## config.mk

```make
export PLATFORM = sky130hd
export DESIGN_NAME = execute_stage
export DESIGN_NICKNAME = d
export VERILOG_FILES = /design/src/verilog/defs.sv /design/src/verilog/execute_stage.sv
export SDC_FILE = /design/constraint.sdc
export NUM_CORES = 1
export LEC_CHECK = 0
export ABC_AREA = 1
export BUFFER_PORTS_ARGS = -buffer_cell sky130_fd_sc_hd__buf_2
export CAP_MARGIN = 10
export CORE_MARGIN = 2
export CORE_UTILIZATION = 49
export DETAILED_ROUTE_END_ITERATION = 12
export HOLD_SLACK_MARGIN = 0.05
export PLACE_DENSITY = 0.79
export SYNTH_ARGS = -nofsm -noshare
export SYNTH_HDL_FRONTEND = slang
export SYNTH_SLANG_ARGS = --single-unit
```

## constraint.sdc

```tcl
create_clock -name clk -period 1.5 [get_ports clk]
set_input_delay 0 -clock clk [delete_from_list [all_inputs] [get_ports clk]]
set_output_delay 0 -clock clk [all_outputs]
set_load 0.005 [all_outputs]
```

## src/verilog/defs.sv

```systemverilog
`default_nettype none

package defs;

    // datapath widths
    typedef logic [31:0] data_t;
    typedef logic [4:0]  reg_addr_t;
    typedef logic [6:0]  opcode_t;
    typedef logic [2:0]  funct3_t;

    // major opcodes of the supported subset
    localparam opcode_t OP_REG    = 7'b0110011;
    localparam opcode_t OP_IMM    = 7'b0010011;
    localparam opcode_t OP_LUI    = 7'b0110111;
    localparam opcode_t OP_LOAD   = 7'b0000011;
    localparam opcode_t OP_STORE  = 7'b0100011;
    localparam opcode_t OP_BRANCH = 7'b1100011;
    localparam opcode_t OP_JAL    = 7'b1101111;

    // addi x0, x0, 0
    localparam data_t NOP_INSTR = 32'h0000_0013;

    typedef logic [2:0] alu_op_t;
    localparam alu_op_t ALU_ADD    = 3'd0;
    localparam alu_op_t ALU_SUB    = 3'd1;
    localparam alu_op_t ALU_AND    = 3'd2;
    localparam alu_op_t ALU_OR     = 3'd3;
    localparam alu_op_t ALU_XOR    = 3'd4;
    localparam alu_op_t ALU_SLT    = 3'd5;
    localparam alu_op_t ALU_PASS_B = 3'd6;

    typedef logic src2_sel_t;
    localparam src2_sel_t SRC2_REG = 1'b0;
    localparam src2_sel_t SRC2_IMM = 1'b1;

    typedef logic [1:0] wb_sel_t;
    localparam wb_sel_t WB_ALU = 2'd0;
    localparam wb_sel_t WB_MEM = 2'd1;
    localparam wb_sel_t WB_PC4 = 2'd2;

    typedef logic [1:0] fwd_sel_t;
    localparam fwd_sel_t FWD_REG = 2'd0;
    localparam fwd_sel_t FWD_MEM = 2'd1;
    localparam fwd_sel_t FWD_WB  = 2'd2;

    typedef logic cmp_op_t;
    localparam cmp_op_t CMP_EQ = 1'b0;
    localparam cmp_op_t CMP_NE = 1'b1;

endpackage

`default_nettype wire

```

## src/verilog/execute_stage.sv

```systemverilog
`default_nettype none

module execute_stage
    import defs::*;
(
    input  logic      clk,
    input  logic      arst_n_i,
    input  data_t     ex_pc_i,
    input  data_t     ex_rs1_data_i,
    input  data_t     ex_rs2_data_i,
    input  data_t     ex_imm_i,
    input  reg_addr_t ex_rd_i,
    input  alu_op_t   ex_alu_op_i,
    input  src2_sel_t ex_src2_sel_i,
    input  cmp_op_t   ex_cmp_op_i,
    input  logic      ex_branch_i,
    input  logic      ex_jump_i,
    input  logic      ex_mem_write_i,
    input  logic      ex_reg_write_i,
    input  wb_sel_t   ex_wb_sel_i,
    input  fwd_sel_t  fwd1_sel_i,
    input  fwd_sel_t  fwd2_sel_i,
    input  data_t     mem_fwd_i,
    input  data_t     wb_fwd_i,
    output logic      redirect_o,
    output data_t     target_o,
    output data_t     mem_alu_o,
    output data_t     mem_store_data_o,
    output reg_addr_t mem_rd_o,
    output logic      mem_reg_write_o,
    output logic      mem_mem_write_o,
    output wb_sel_t   mem_wb_sel_o,
    output data_t     mem_pc4_o
);

    data_t op1;
    data_t rs2_val;
    data_t op2;
    data_t alu_res;
    logic  taken;

    function automatic data_t fwd_mux(fwd_sel_t sel, data_t reg_val, data_t mem_val,
                                      data_t wb_val);
        case (sel)
            FWD_MEM: return mem_val;
            FWD_WB:  return wb_val;
            default: return reg_val;
        endcase
    endfunction

    assign op1     = fwd_mux(fwd1_sel_i, ex_rs1_data_i, mem_fwd_i, wb_fwd_i);
    assign rs2_val = fwd_mux(fwd2_sel_i, ex_rs2_data_i, mem_fwd_i, wb_fwd_i);
    assign op2     = (ex_src2_sel_i == SRC2_IMM) ? ex_imm_i : rs2_val;

    always_comb
    begin
        case (ex_alu_op_i)
            ALU_SUB:    alu_res = op1 - op2;
            ALU_AND:    alu_res = op1 & op2;
            ALU_OR:     alu_res = op1 | op2;
            ALU_XOR:    alu_res = op1 ^ op2;
            ALU_SLT:    alu_res = {31'b0, $signed(op1) < $signed(op2)};
            ALU_PASS_B: alu_res = op2;
            default:    alu_res = op1 + op2;
        endcase
    end

    // branch compare always uses the register operand
    assign taken      = ex_branch_i && ((op1 == rs2_val) ^ (ex_cmp_op_i == CMP_NE));
    assign redirect_o = taken || ex_jump_i;
    assign target_o   = ex_pc_i + ex_imm_i;

    // EX/MEM control
    always_ff @(posedge clk or negedge arst_n_i)
    begin
        if (!arst_n_i)
        begin
            mem_reg_write_o <= 1'b0;
            mem_mem_write_o <= 1'b0;
        end
        else
        begin
            mem_reg_write_o <= ex_reg_write_i;
            mem_mem_write_o <= ex_mem_write_i;
        end
    end

    // EX/MEM data
    always_ff @(posedge clk)
    begin
        mem_alu_o        <= alu_res;
        mem_store_data_o <= rs2_val;
        mem_rd_o         <= ex_rd_i;
        mem_wb_sel_o     <= ex_wb_sel_i;
        mem_pc4_o        <= ex_pc_i + 32'd4;
    end

endmodule

`default_nettype wire

```

==> results of run 1 <==
-- through the flow --
stage	hold WS (ps)	utilization [%]
after CTS	52.1	88.6
after detailed placement	-206	76.5
after global placement	-217	76.5
after floorplan	-296	-
-- cells by family after synthesis --
family                     synth area share, %
DFF                                       16.8
buffers and inverters                     10.6
adders and majority gates                 13.6
and+or+nand+nor                           36.5
AOI/OAI and AO/OA                         17.1
xor gates and xnor gates                  5.23
-- cell usage after synthesis, types with 23 or more instances --
library cell | number | area (µm²)
inv_2 | 44 | 165
nor3_1 | 25 | 125
buf_2 | 33 | 165
o21ai_0 | 115 | 576
nor2_1 | 166 | 623
xor2_1 | 45 | 394
inv_1 | 228 | 856
xnor2_1 | 30 | 263
or2_1 | 24 | 150
ha_1 | 132 | 1650
clkbuf_1 | 23 | 86.3
dfxtp_1 | 103 | 2060
nand3_1 | 198 | 991
nand2_1 | 586 | 2200
a21oi_1 | 133 | 666
-- layer usage --
layer / global-route usage [%] / GRT overflow
met5: 59.3 / 4
met1: 84.1 / 33
met3: 74.3 / 20
met4: 86.3 / 119
met2: 97.6 / 179
-- repair_timing --
item / CTS
cloned: 2
pin swaps: 161
endpoints found under the setup margin: 57
buffers inserted: 68
endpoints found under the hold margin: 41
resized for setup: 429
hold buffers: 41
==> flow_metrics.tcl, run 1 <==
set metrics [dict create \
    outcome "aborted with a tool error" \
    lastStage "global routing (5_1_grt)" \
    error "[ERROR GRT-0116] Global routing finished with congestion. Check the congestion regions in the DRC Viewer." \
    synth_fp_nets 2443 \
    grt_pass1_wl_um 170000 \
    synth_ff_type "dfxtp_1" \
    gp_congestion 1.09 \
    grt_pass1_vias 25030 \
    ys_ff_latch 105 \
    die_w_um 164 \
    dpl_cell_area_um2 19300 \
    dp_hpwl_um 51600 \
    portBuffers 351 \
    async_flop_share_pct 1.90 \
    syn_avg_cell_area_um2 5.99 \
    cts_root_buffer "clkbuf_16" \
    num_io_pins 352 \
    placedCellCount 3263 \
    track_usage_pct 85.4 \
    syn_area_um2 12600 \
    ys_seq_area_share_pct 16.8 \
    row_count 58 \
    netlist_instances 2094 \
    overflow 355 \
    dpl_worst_slack_ps -1460 \
    synth_cell_types 51 \
    cts_inserted_buffers 9 \
    clk_path_buf_depth 2 \
    dieHeight_um 164 \
    h-tree-depth 3 \
    grt_max_degree 41 \
    synth_edf_count 0 \
    cts_sinks 105 \
    initial_core_util_pct 49.8 \
    ys_warn_count 0 \
]
==> inputs of run 2 (changes only) <==
--- a/config.mk
+++ b/config.mk
@@ -9,10 +9,9 @@
 export BUFFER_PORTS_ARGS = -buffer_cell sky130_fd_sc_hd__buf_2
 export CAP_MARGIN = 10
 export CORE_MARGIN = 2
-export CORE_UTILIZATION = 49
+export CORE_UTILIZATION = 39
 export DETAILED_ROUTE_END_ITERATION = 12
-export HOLD_SLACK_MARGIN = 0.05
-export PLACE_DENSITY = 0.79
+export PLACE_DENSITY_LB_ADDON = 0.15
 export SYNTH_ARGS = -nofsm -noshare
 export SYNTH_HDL_FRONTEND = slang
 export SYNTH_SLANG_ARGS = --single-unit
==> constraint.sdc (replaced) <==
create_clock -name clk -period 1.95 [get_ports clk]
set_input_delay 0 -clock clk [delete_from_list [all_inputs] [get_ports clk]]
set_output_delay 0 -clock clk [all_outputs]
set_load 0.005 [all_outputs]
==> run 2 against run 1 <==
Compared with the run above: the flow now finishes, with violations (negative setup slack); area after synthesis unchanged; synthesized cell count unchanged.
==> flow_metrics.tcl, run 2 <==
set metrics [dict create \
    outcome "finished, violations left" \
    violations "negative setup slack" \
    gp_congestion 1.02 \
    clk_transition_reported_paths_ps 80 \
    async_flop_share_pct 1.90 \
    detail_route.vias_per_cell 5.42 \
    cp_slowest_cell "ha_4" \
    fillers 2556 \
    netlist_instances 2094 \
    crit_arrival_ps 2810 \
    num_io_pins 352 \
    synth_fp_nets 2443 \
    path_buf_inv 6 \
    setup_viol 34 \
    syn_to_final_growth_pct 81.4 \
    synth-xor-area-share_pct 5.23 \
    synth.mux.area_fraction_pct 0 \
    grt_pass1_vias 17866 \
    synth-compound-area-share_pct 17.1 \
    dp_hpwl_um 52700 \
    synth_edf_count 0 \
    vdd_drop_max_uv 567 \
    tightestPinTransition_ps 773 \
    grt_pass1_wl_um 100000 \
    setup_ws_ps -632 \
    dieHeight_um 183 \
    cp_slowest_stage_delay_ps 320 \
    cp_top_family "simple AND/OR/NAND/NOR gates" \
    dr_total_vias 18697 \
    fmax_mhz 387 \
    tns_ps -14840 \
    overflow 0 \
    cts_sinks 105 \
    antenna_found_initial 12 \
    syn_area_um2 12600 \
    utilization_pct 72.0 \
    ys_ff_latch 105 \
    row_count 65 \
    required_ps 2180 \
    hold_path_depth 3 \
    fp.dieArea_um2 33600 \
    design_area_um2 22800 \
    whs_endpoint "mem_pc4_o[18]" \
    fin_hold_ws_ps 4.49 \
    portBuffers 351 \
    synth_cell_types 51 \
    netlist_top_cells_area "nand2_1 (18%), dfxtp_1 (16%), ha_1 (13%)" \
    top_regs "mem_alu_o: 32 flops, mem_pc4_o: 32 flops, mem_store_data_o: 32 flops" \
    layout_commonest_cell "buf_4" \
    drv_cap 0 \
    synth_top_area_cell "nand2_1" \
    coreArea_um2 31600 \
    mostFrequentLayoutCells "buf_4 (516), nand2_1 (482), buf_2 (347)" \
    min_period_ps 2580 \
    drtPass1Iterations 6 \
    cp-startpoint "fwd2_sel_i[0]" \
    crit_chain "buf_12, inv_8, ha_4, buf_12, inv_8, or2_1, nand2_2, o21ai_2, buf_4, ha_4, buf_6, o21ai_4, nand3_2, nand2_2, nor2_4, a21oi_4, nand2_1, nand3_1, nand4_1" \
    synth.most_common_cell "nand2_1" \
    rsz0062_at_grt "true" \
    wl_per_cell_um 20.8 \
    finalHoldViolations 0 \
    syn_avg_cell_area_um2 5.99 \
    synth_top_cell_area_share_pct 17.5 \
    end_kind "register" \
    hp-start "ex_pc_i[16]" \
    hp-class "input pin to register" \
    initial_core_util_pct 39.7 \
    routed_wl_um 71700 \
    ys_warn_count 0 \
    slew_headroom_pct 48.1 \
    synth_top_family_by_area "simple AND/OR/NAND/NOR gates" \
    track_usage_pct 39.1 \
    route.detailed.drc 0 \
    cts_root_buffer "clkbuf_16" \
    cts_inserted_buffers 9 \
    powerDensity_nw_per_um2 705 \
    dpl_worst_slack_ps -1140 \
    cts_tree "yes" \
    yosys.area_share.simple_pct 36.5 \
    post-route-period-util_pct 132 \
    synth_ff_type "dfxtp_1" \
    drive_gt1_share_pct 49.1 \
    die_w_um 183 \
    synth_common_cells "nand2_1 (586), inv_1 (228), nand3_1 (198)" \
    slew_violations 0 \
    power.leakage_nw 11.4 \
    path_max_fanout 8 \
    ys_seq_area_share_pct 16.8 \
    nets 3381 \
    ant_nets 0 \
    synthAdderAreaFrac_pct 13.6 \
    h-tree-depth 3 \
    worstSetupPathType "input pin to register" \
    grt_max_degree 47 \
    dpl_cell_area_um2 18800 \
    start_kind "input pin" \
    clk_path_buf_depth 2 \
    drtIter0Drc 1463 \
]
## run 2: cell counts after synthesis
No cell type changed its count.
## run 2: cell type report
| class | count | area (µm²) | area share (%) |
|---|---|---|---|
| repair inverters | 9 | 128 | 0.561 |
| clock inverters | 7 | 80.1 | 0.352 |
| clock buffers | 9 | 225 | 0.989 |
| inverters | 274 | 1110 | 4.86 |
| repair buffers | 981 | 7060 | 31.0 |
| well taps | 402 | 503 | 2.21 |
| multi-input cells | 1652 | 11500 | 50.6 |
| flip-flops and latches | 105 | 2110 | 9.28 |
| diodes | 10 | 25.0 | 0.110 |
## run 2: cells by family after synthesis
kind of cell / after synthesis
compound gates: 374
fa+ha+maj: 135
xor+xnor: 75
flops: 105
buf+inv: 337
simple gates: 1068
## run 2: repair_timing
action                                  4_1_cts  5_1_grt
resized for setup                           253      335
buffers inserted                             43       54
pin swaps                                    64      127
hold endpoints to repair                     48        0
endpoints found under the setup margin       41       54
gates cloned                                  5        5
hold buffers                                 54        0
## run 2: metrics by stage
stage	instances	total power [mW]
after floorplan	2094	6.81
after global placement	3275	11.1
after detailed placement	3275	11.2
after CTS	3385	14.4
after global routing	3448	16.8
final	3449	16.1
## run 2: power by group
part	switching (mW)	internal (mW)	total [mW]
sequential	0.108	2.45	2.56
clock	1.13	0.917	2.05
combinational	6.22	5.22	11.4
## run 2: worst max-delay path by stage
stage	end	slack (ps)	cells after the start
3_5_place_dp	mem_alu_o[27]	-1140	20
2_1_floorplan	mem_alu_o[20]	-410	19
5_1_grt	mem_alu_o[29]	-710	21
6_report	mem_alu_o[13]	-630	19
4_1_cts	mem_alu_o[0]	-450	20
3_3_place_gp	mem_alu_o[0]	-1110	19
## run 2: layer usage
metal | share of wire, % | GRT usage [%]
met5 | 0.033 | 0
met4 | 6.9 | 24.3
met3 | 7.7 | 4.67
met2 | 47 | 68.6
met1 | 39 | 45.4
Note: power is estimated with default switching activity, not from simulation.
==> inputs of run 3 (changes only) <==
--- a/config.mk
+++ b/config.mk
@@ -9,9 +9,11 @@
 export BUFFER_PORTS_ARGS = -buffer_cell sky130_fd_sc_hd__buf_2
 export CAP_MARGIN = 10
 export CORE_MARGIN = 2
-export CORE_UTILIZATION = 39
+export CORE_UTILIZATION = 37
+export CTS_CLUSTER_SIZE = 30
 export DETAILED_ROUTE_END_ITERATION = 12
 export PLACE_DENSITY_LB_ADDON = 0.15
+export SLEW_MARGIN = 20
 export SYNTH_ARGS = -nofsm -noshare
 export SYNTH_HDL_FRONTEND = slang
 export SYNTH_SLANG_ARGS = --single-unit
==> run 3 against run 2 <==
Compared with the run above: the run still ends with negative setup slack left; sequential share of layout area rose by 0.78 points; critical path type unchanged; routed wire length decreased by 11%; largest power group unchanged; die area is 5.3% higher.
==> flow_metrics.tcl, run 3 (synthesis gave the netlist of run 2 again) <==
set metrics [dict create \
    fin_hold_ws_ps 27.1 \
    fillers 3219 \
    top_regs "mem_alu_o: 32 flops, mem_pc4_o: 32 flops, mem_store_data_o: 32 flops" \
    clk_path_buf_depth 2 \
    dieHeight_um 188 \
    path_buf_inv 6 \
    grt_pass1_vias 17242 \
    rsz0062_at_grt "true" \
    power.leakage_nw 10.7 \
    setup_ws_ps -482 \
    required_ps 2270 \
    vdd_drop_max_uv 558 \
    utilization_pct 62.8 \
    finalHoldViolations 0 \
    routed_wl_um 64100 \
    p_clk_share_pct 14.0 \
    setup_viol 32 \
    initial_core_util_pct 37.5 \
    gp_congestion 0.978 \
    grt_pass1_wl_um 96800 \
    tightestPinTransition_ps 729 \
    h-tree-depth 3 \
    die_w_um 188 \
    overflow 0 \
    track_usage_pct 35.4 \
    grt_max_degree 42 \
    num_io_pins 352 \
    cts_root_buffer "clkbuf_16" \
    row_count 67 \
    netSwitchingPower_mw 6.46 \
    cp_slowest_stage_delay_ps 350 \
    worstSetupPathType "input pin to register" \
    pwr-share-comb_pct 67.9 \
    powerDensity_nw_per_um2 678 \
    fp.dieArea_um2 35400 \
    outcome "finished, violations left" \
    hp-class "input pin to register" \
    antenna_found_initial 7 \
    swShare_pct 45.4 \
    detail_route.vias_per_cell 5.11 \
    portBuffers 351 \
    regArea_um2 2110 \
    multi_input_area_um2 10600 \
    p_total_mw 14.2 \
    post-route-period-util_pct 125 \
    end_kind "register" \
    crit_arrival_ps 2760 \
    clk_transition_reported_paths_ps 90 \
    fmax_mhz 411 \
    dpl_worst_slack_ps -1180 \
    hp-start "ex_pc_i[28]" \
    start_kind "input pin" \
    drtIter0Drc 1059 \
    violations "negative setup slack" \
    seqPwrFrac_pct 18.1 \
    cp_slowest_cell "fa_2" \
    wl_per_cell_um 18.8 \
    cp-startpoint "fwd2_sel_i[0]" \
    nets 3304 \
    slew_violations 0 \
    drtPass1Iterations 5 \
    mostFrequentLayoutCells "nand2_1 (525), buf_4 (488), buf_2 (349)" \
    route.detailed.drc 0 \
    syn_to_final_growth_pct 67.3 \
    cts_inserted_buffers 9 \
    layout_commonest_cell "nand2_1" \
    cts_tree "yes" \
    crit_chain "buf_8, inv_8, ha_4, inv_16, or2_4, nand2_4, inv_2, nand2_2, nand2_4, ha_4, fa_2, inv_2, nand3_2, nand2_4, inv_2, o21ai_4, nand3_2, nand2_2, nand2_1, nand3_1, nand3_2, a21oi_2" \
    path_max_fanout 41 \
    coreArea_um2 33400 \
    cts_sinks 105 \
    drv_cap 0 \
    cp_top_family "simple AND/OR/NAND/NOR gates" \
    dp_hpwl_um 53200 \
    drive_gt1_share_pct 42.8 \
    dr_total_vias 17462 \
    tns_ps -9760 \
    internal-power_mw 7.78 \
    ant_nets 0 \
    min_period_ps 2430 \
    slew_headroom_pct 51.0 \
]
## run 3: cell types whose count changed in the layout (fill, tap and decap cells not counted), sizes merged
cell,delta
inv,-4
diode,-2
clkinv,-5
buf,-66
bufbuf,-1
clkbuf,+2
dlymetal6s4s,-3
## run 3: routing by layer
| layer | routed length [µm] | vias to the layer above | GRT usage [%] |
|---|---|---|---|
| li1 | - | 8567 | - |
| met4 | 2650 | 0 | 15.7 |
| met1 | 26200 | 8092 | 41.8 |
| met5 | 0 | - | 0 |
| met2 | 31500 | 680 | 64.3 |
| met3 | 3730 | 123 | 4.04 |
## run 3: path summary, 6_finish.rpt
kind	end	cells after the start	slack, ps
worst max-delay path	mem_alu_o[0]	22	-480
worst min-delay path	mem_pc4_o[29]	4	30
max in group asynchronous	mem_reg_write_o	3	1370
min in group asynchronous	mem_mem_write_o	3	460
## run 3: what timing repair did
item / 4_1_cts / 5_1_grt
gates resized for setup: 168 / 114
cloned: 0 / 2
hold endpoints to repair: 48 / 0
hold buffers: 51 / 0
setup buffers: 5 / 16
pin swaps: 15 / 34
endpoints found under the setup margin: 47 / 52
## run 3: power by group through the flow
stage          Sequential (mW)  Combinational (mW)  Clock, mW
2_1_floorplan             2.62                4.19          0
3_3_place_gp              2.62                8.50          0
3_5_place_dp              2.62                8.54          0
4_1_cts                   2.57                9.18       2.04
5_1_grt                   2.59                10.5       2.12
6_report                  2.57                9.67       2.00
## run 3: cell type report
cell class	count	area share, %
clock buffer	9	1.07
multi-input combinational	1652	50.3
timing repair buffer	913	30.3
antenna	8	0.0953
inverter	274	5.13
clock inverter	7	0.346
tap	448	2.67
sequential	105	10.1
## run 3: per-stage QoR
stage               cells  area [µm²]
floorplan            2094       13200
global placement     3318       18900
detailed placement   3318       18900
CTS                  3390       20400
global route         3415       21000
finish               3416       21000
==> inputs of run 4 (changes only) <==
--- a/config.mk
+++ b/config.mk
@@ -6,7 +6,7 @@
 export NUM_CORES = 1
 export LEC_CHECK = 0
 export ABC_AREA = 1
-export BUFFER_PORTS_ARGS = -buffer_cell sky130_fd_sc_hd__buf_2
+export BUFFER_PORTS_ARGS = -buffer_cell sky130_fd_sc_hd__buf_4
 export CAP_MARGIN = 10
 export CORE_MARGIN = 2
 export CORE_UTILIZATION = 37
==> run 4 against run 3 <==
Compared with the run above: the run ends with negative hold slack, negative setup slack left; clock power about the same; sequential cell count did not move; worst setup slack got worse by 11 ps; sequential share of layout area shrank 0.83 points; highest routed layer is now met5.
==> flow_metrics.tcl, run 4 (synthesis gave the netlist of run 2 again) <==
set metrics [dict create \
    initial_core_util_pct 37.5 \
    fmax_mhz 409 \
    drtIter0Drc 1280 \
    setup_viol 31 \
    outcome "finished, violations left" \
    detail_route.vias_per_cell 5.27 \
    required_ps 2190 \
    die_w_um 188 \
    start_kind "input pin" \
    fp.dieArea_um2 35400 \
    num_io_pins 352 \
    slew_violations 0 \
    ant_nets 0 \
    clk_path_buf_depth 2 \
    design_area_um2 22900 \
    tightestPinTransition_ps 823 \
    min_period_ps 2440 \
    grt_pass1_wl_um 101000 \
    track_usage_pct 37.0 \
    cts_sinks 105 \
    worstSetupPathType "input pin to register" \
    cts_tree "yes" \
    routed_wl_um 67800 \
    violations "negative hold slack, negative setup slack" \
    post-route-period-util_pct 125 \
    h-tree-depth 3 \
    dpl_cell_area_um2 19800 \
    antenna_found_initial 2 \
    nets 3332 \
    row_count 67 \
    layout_commonest_cell "buf_4" \
    rsz0062_at_grt "true" \
    wl_per_cell_um 19.7 \
    dr_total_vias 18110 \
    top_regs "mem_alu_o: 32 flops, mem_pc4_o: 32 flops, mem_store_data_o: 32 flops" \
    finalHoldViolations 1 \
    portBuffers 351 \
    drtPass1Iterations 6 \
    crit_arrival_ps 2690 \
    coreArea_um2 33400 \
    power.leakage_nw 11.3 \
    route.detailed.drc 0 \
    utilization_pct 68.4 \
    clk_transition_reported_paths_ps 90 \
    grt_max_degree 33 \
    hp-class "input pin to register" \
    vdd_drop_max_uv 552 \
    tns_ps -12010 \
    grt_pass1_vias 18018 \
    fillers 2950 \
    syn_to_final_growth_pct 82.3 \
    setup_ws_ps -493 \
    slew_headroom_pct 44.7 \
    cts_root_buffer "clkbuf_16" \
    drive_gt1_share_pct 46.3 \
    mostFrequentLayoutCells "buf_4 (836), nand2_1 (504), inv_1 (189)" \
    fin_hold_ws_ps -47.9 \
    dieHeight_um 188 \
    cts_inserted_buffers 9 \
    dp_hpwl_um 54600 \
    end_kind "register" \
    dpl_worst_slack_ps -1140 \
    gp_congestion 1.05 \
    drv_cap 0 \
    path_max_fanout 13 \
    powerDensity_nw_per_um2 680 \
    overflow 0 \
]
==> run 4: cell types whose count changed in the layout (fill, tap and decap cells not counted), sizes merged <==
cell / delta
inv: +3
clkbuf: +1
bufbuf: +1
buf: +23
clkinv: -2
diode: -7
dlygate4sd3: +2
==> run 4: worst paths after layout <==
path | from | depth (start not counted) | to
max | fwd2_sel_i[0] | 22 | mem_alu_o[8]
min | ex_pc_i[13] | 3 | mem_pc4_o[14]
max in group asynchronous | arst_n_i | 3 | mem_mem_write_o
min in group asynchronous | arst_n_i | 3 | mem_reg_write_o
==> run 4: worst max-delay path: stages <==
cell and delay (ps):
buf_8 100, inv_8 30, ha_4 290, inv_8 70
or2_4 240, nand2_4 70, inv_2 40, nand2_2 60
nand2_4 60, ha_4 160, fa_2 400, inv_2 80
nand3_2 80, nand2_4 100, buf_6 110, inv_4 40
o21ai_4 210, buf_6 130, buf_4 90, a21oi_1 60
o21ai_1 110, o2111ai_2 140
==> run 4: cell type report <==
| class | instances | area (µm²) | area share, % |
|---|---|---|---|
| Antenna cell | 1 | 2.50 | 0.0109 |
| Clock buffer | 9 | 225 | 0.984 |
| Clock inverter | 7 | 67.6 | 0.295 |
| Inverter | 274 | 1060 | 4.65 |
| Multi-Input combinational cell | 1652 | 11200 | 49.1 |
| Sequential cell | 105 | 2110 | 9.23 |
| Tap cell | 448 | 561 | 2.45 |
| Timing Repair Buffer | 940 | 7600 | 33.2 |
| Timing Repair inverter | 1 | 6.26 | 0.0273 |
==> run 4: power by group <==
group | switching [mW] | internal (mW) | total, mW
Sequential | 0.125 | 2.45 | 2.58
Clock | 1.09 | 0.910 | 2.00
Combinational | 5.73 | 5.26 | 11.0
==> run 4: per-stage QoR <==
stage               cells  total power [mW]
finish               3437              15.6
global route         3436              16.5
CTS                  3414              14.8
detailed placement   3319              11.8
global placement     3319              11.7
floorplan            2094              6.81
==> run 4: repair_timing <==
item | in CTS | in global routing
hold buffers | 54 | 0
endpoints found under the hold margin | 49 | 0
pin swaps | 73 | 56
cloned | 2 | 4
resized for setup | 255 | 198
endpoints found under the setup margin | 48 | 53
setup buffers | 23 | 19
==> run 4: metal layers <==
metal,part of all wire [%],vias up,track usage (%),wire length (µm)
met5,0.021,-,0,14
met4,5.9,2,19.1,4030
met3,7.0,212,5.64,4730
met2,48,870,66.3,32900
met1,39,8405,42.5,26200
li1,-,8621,-,-
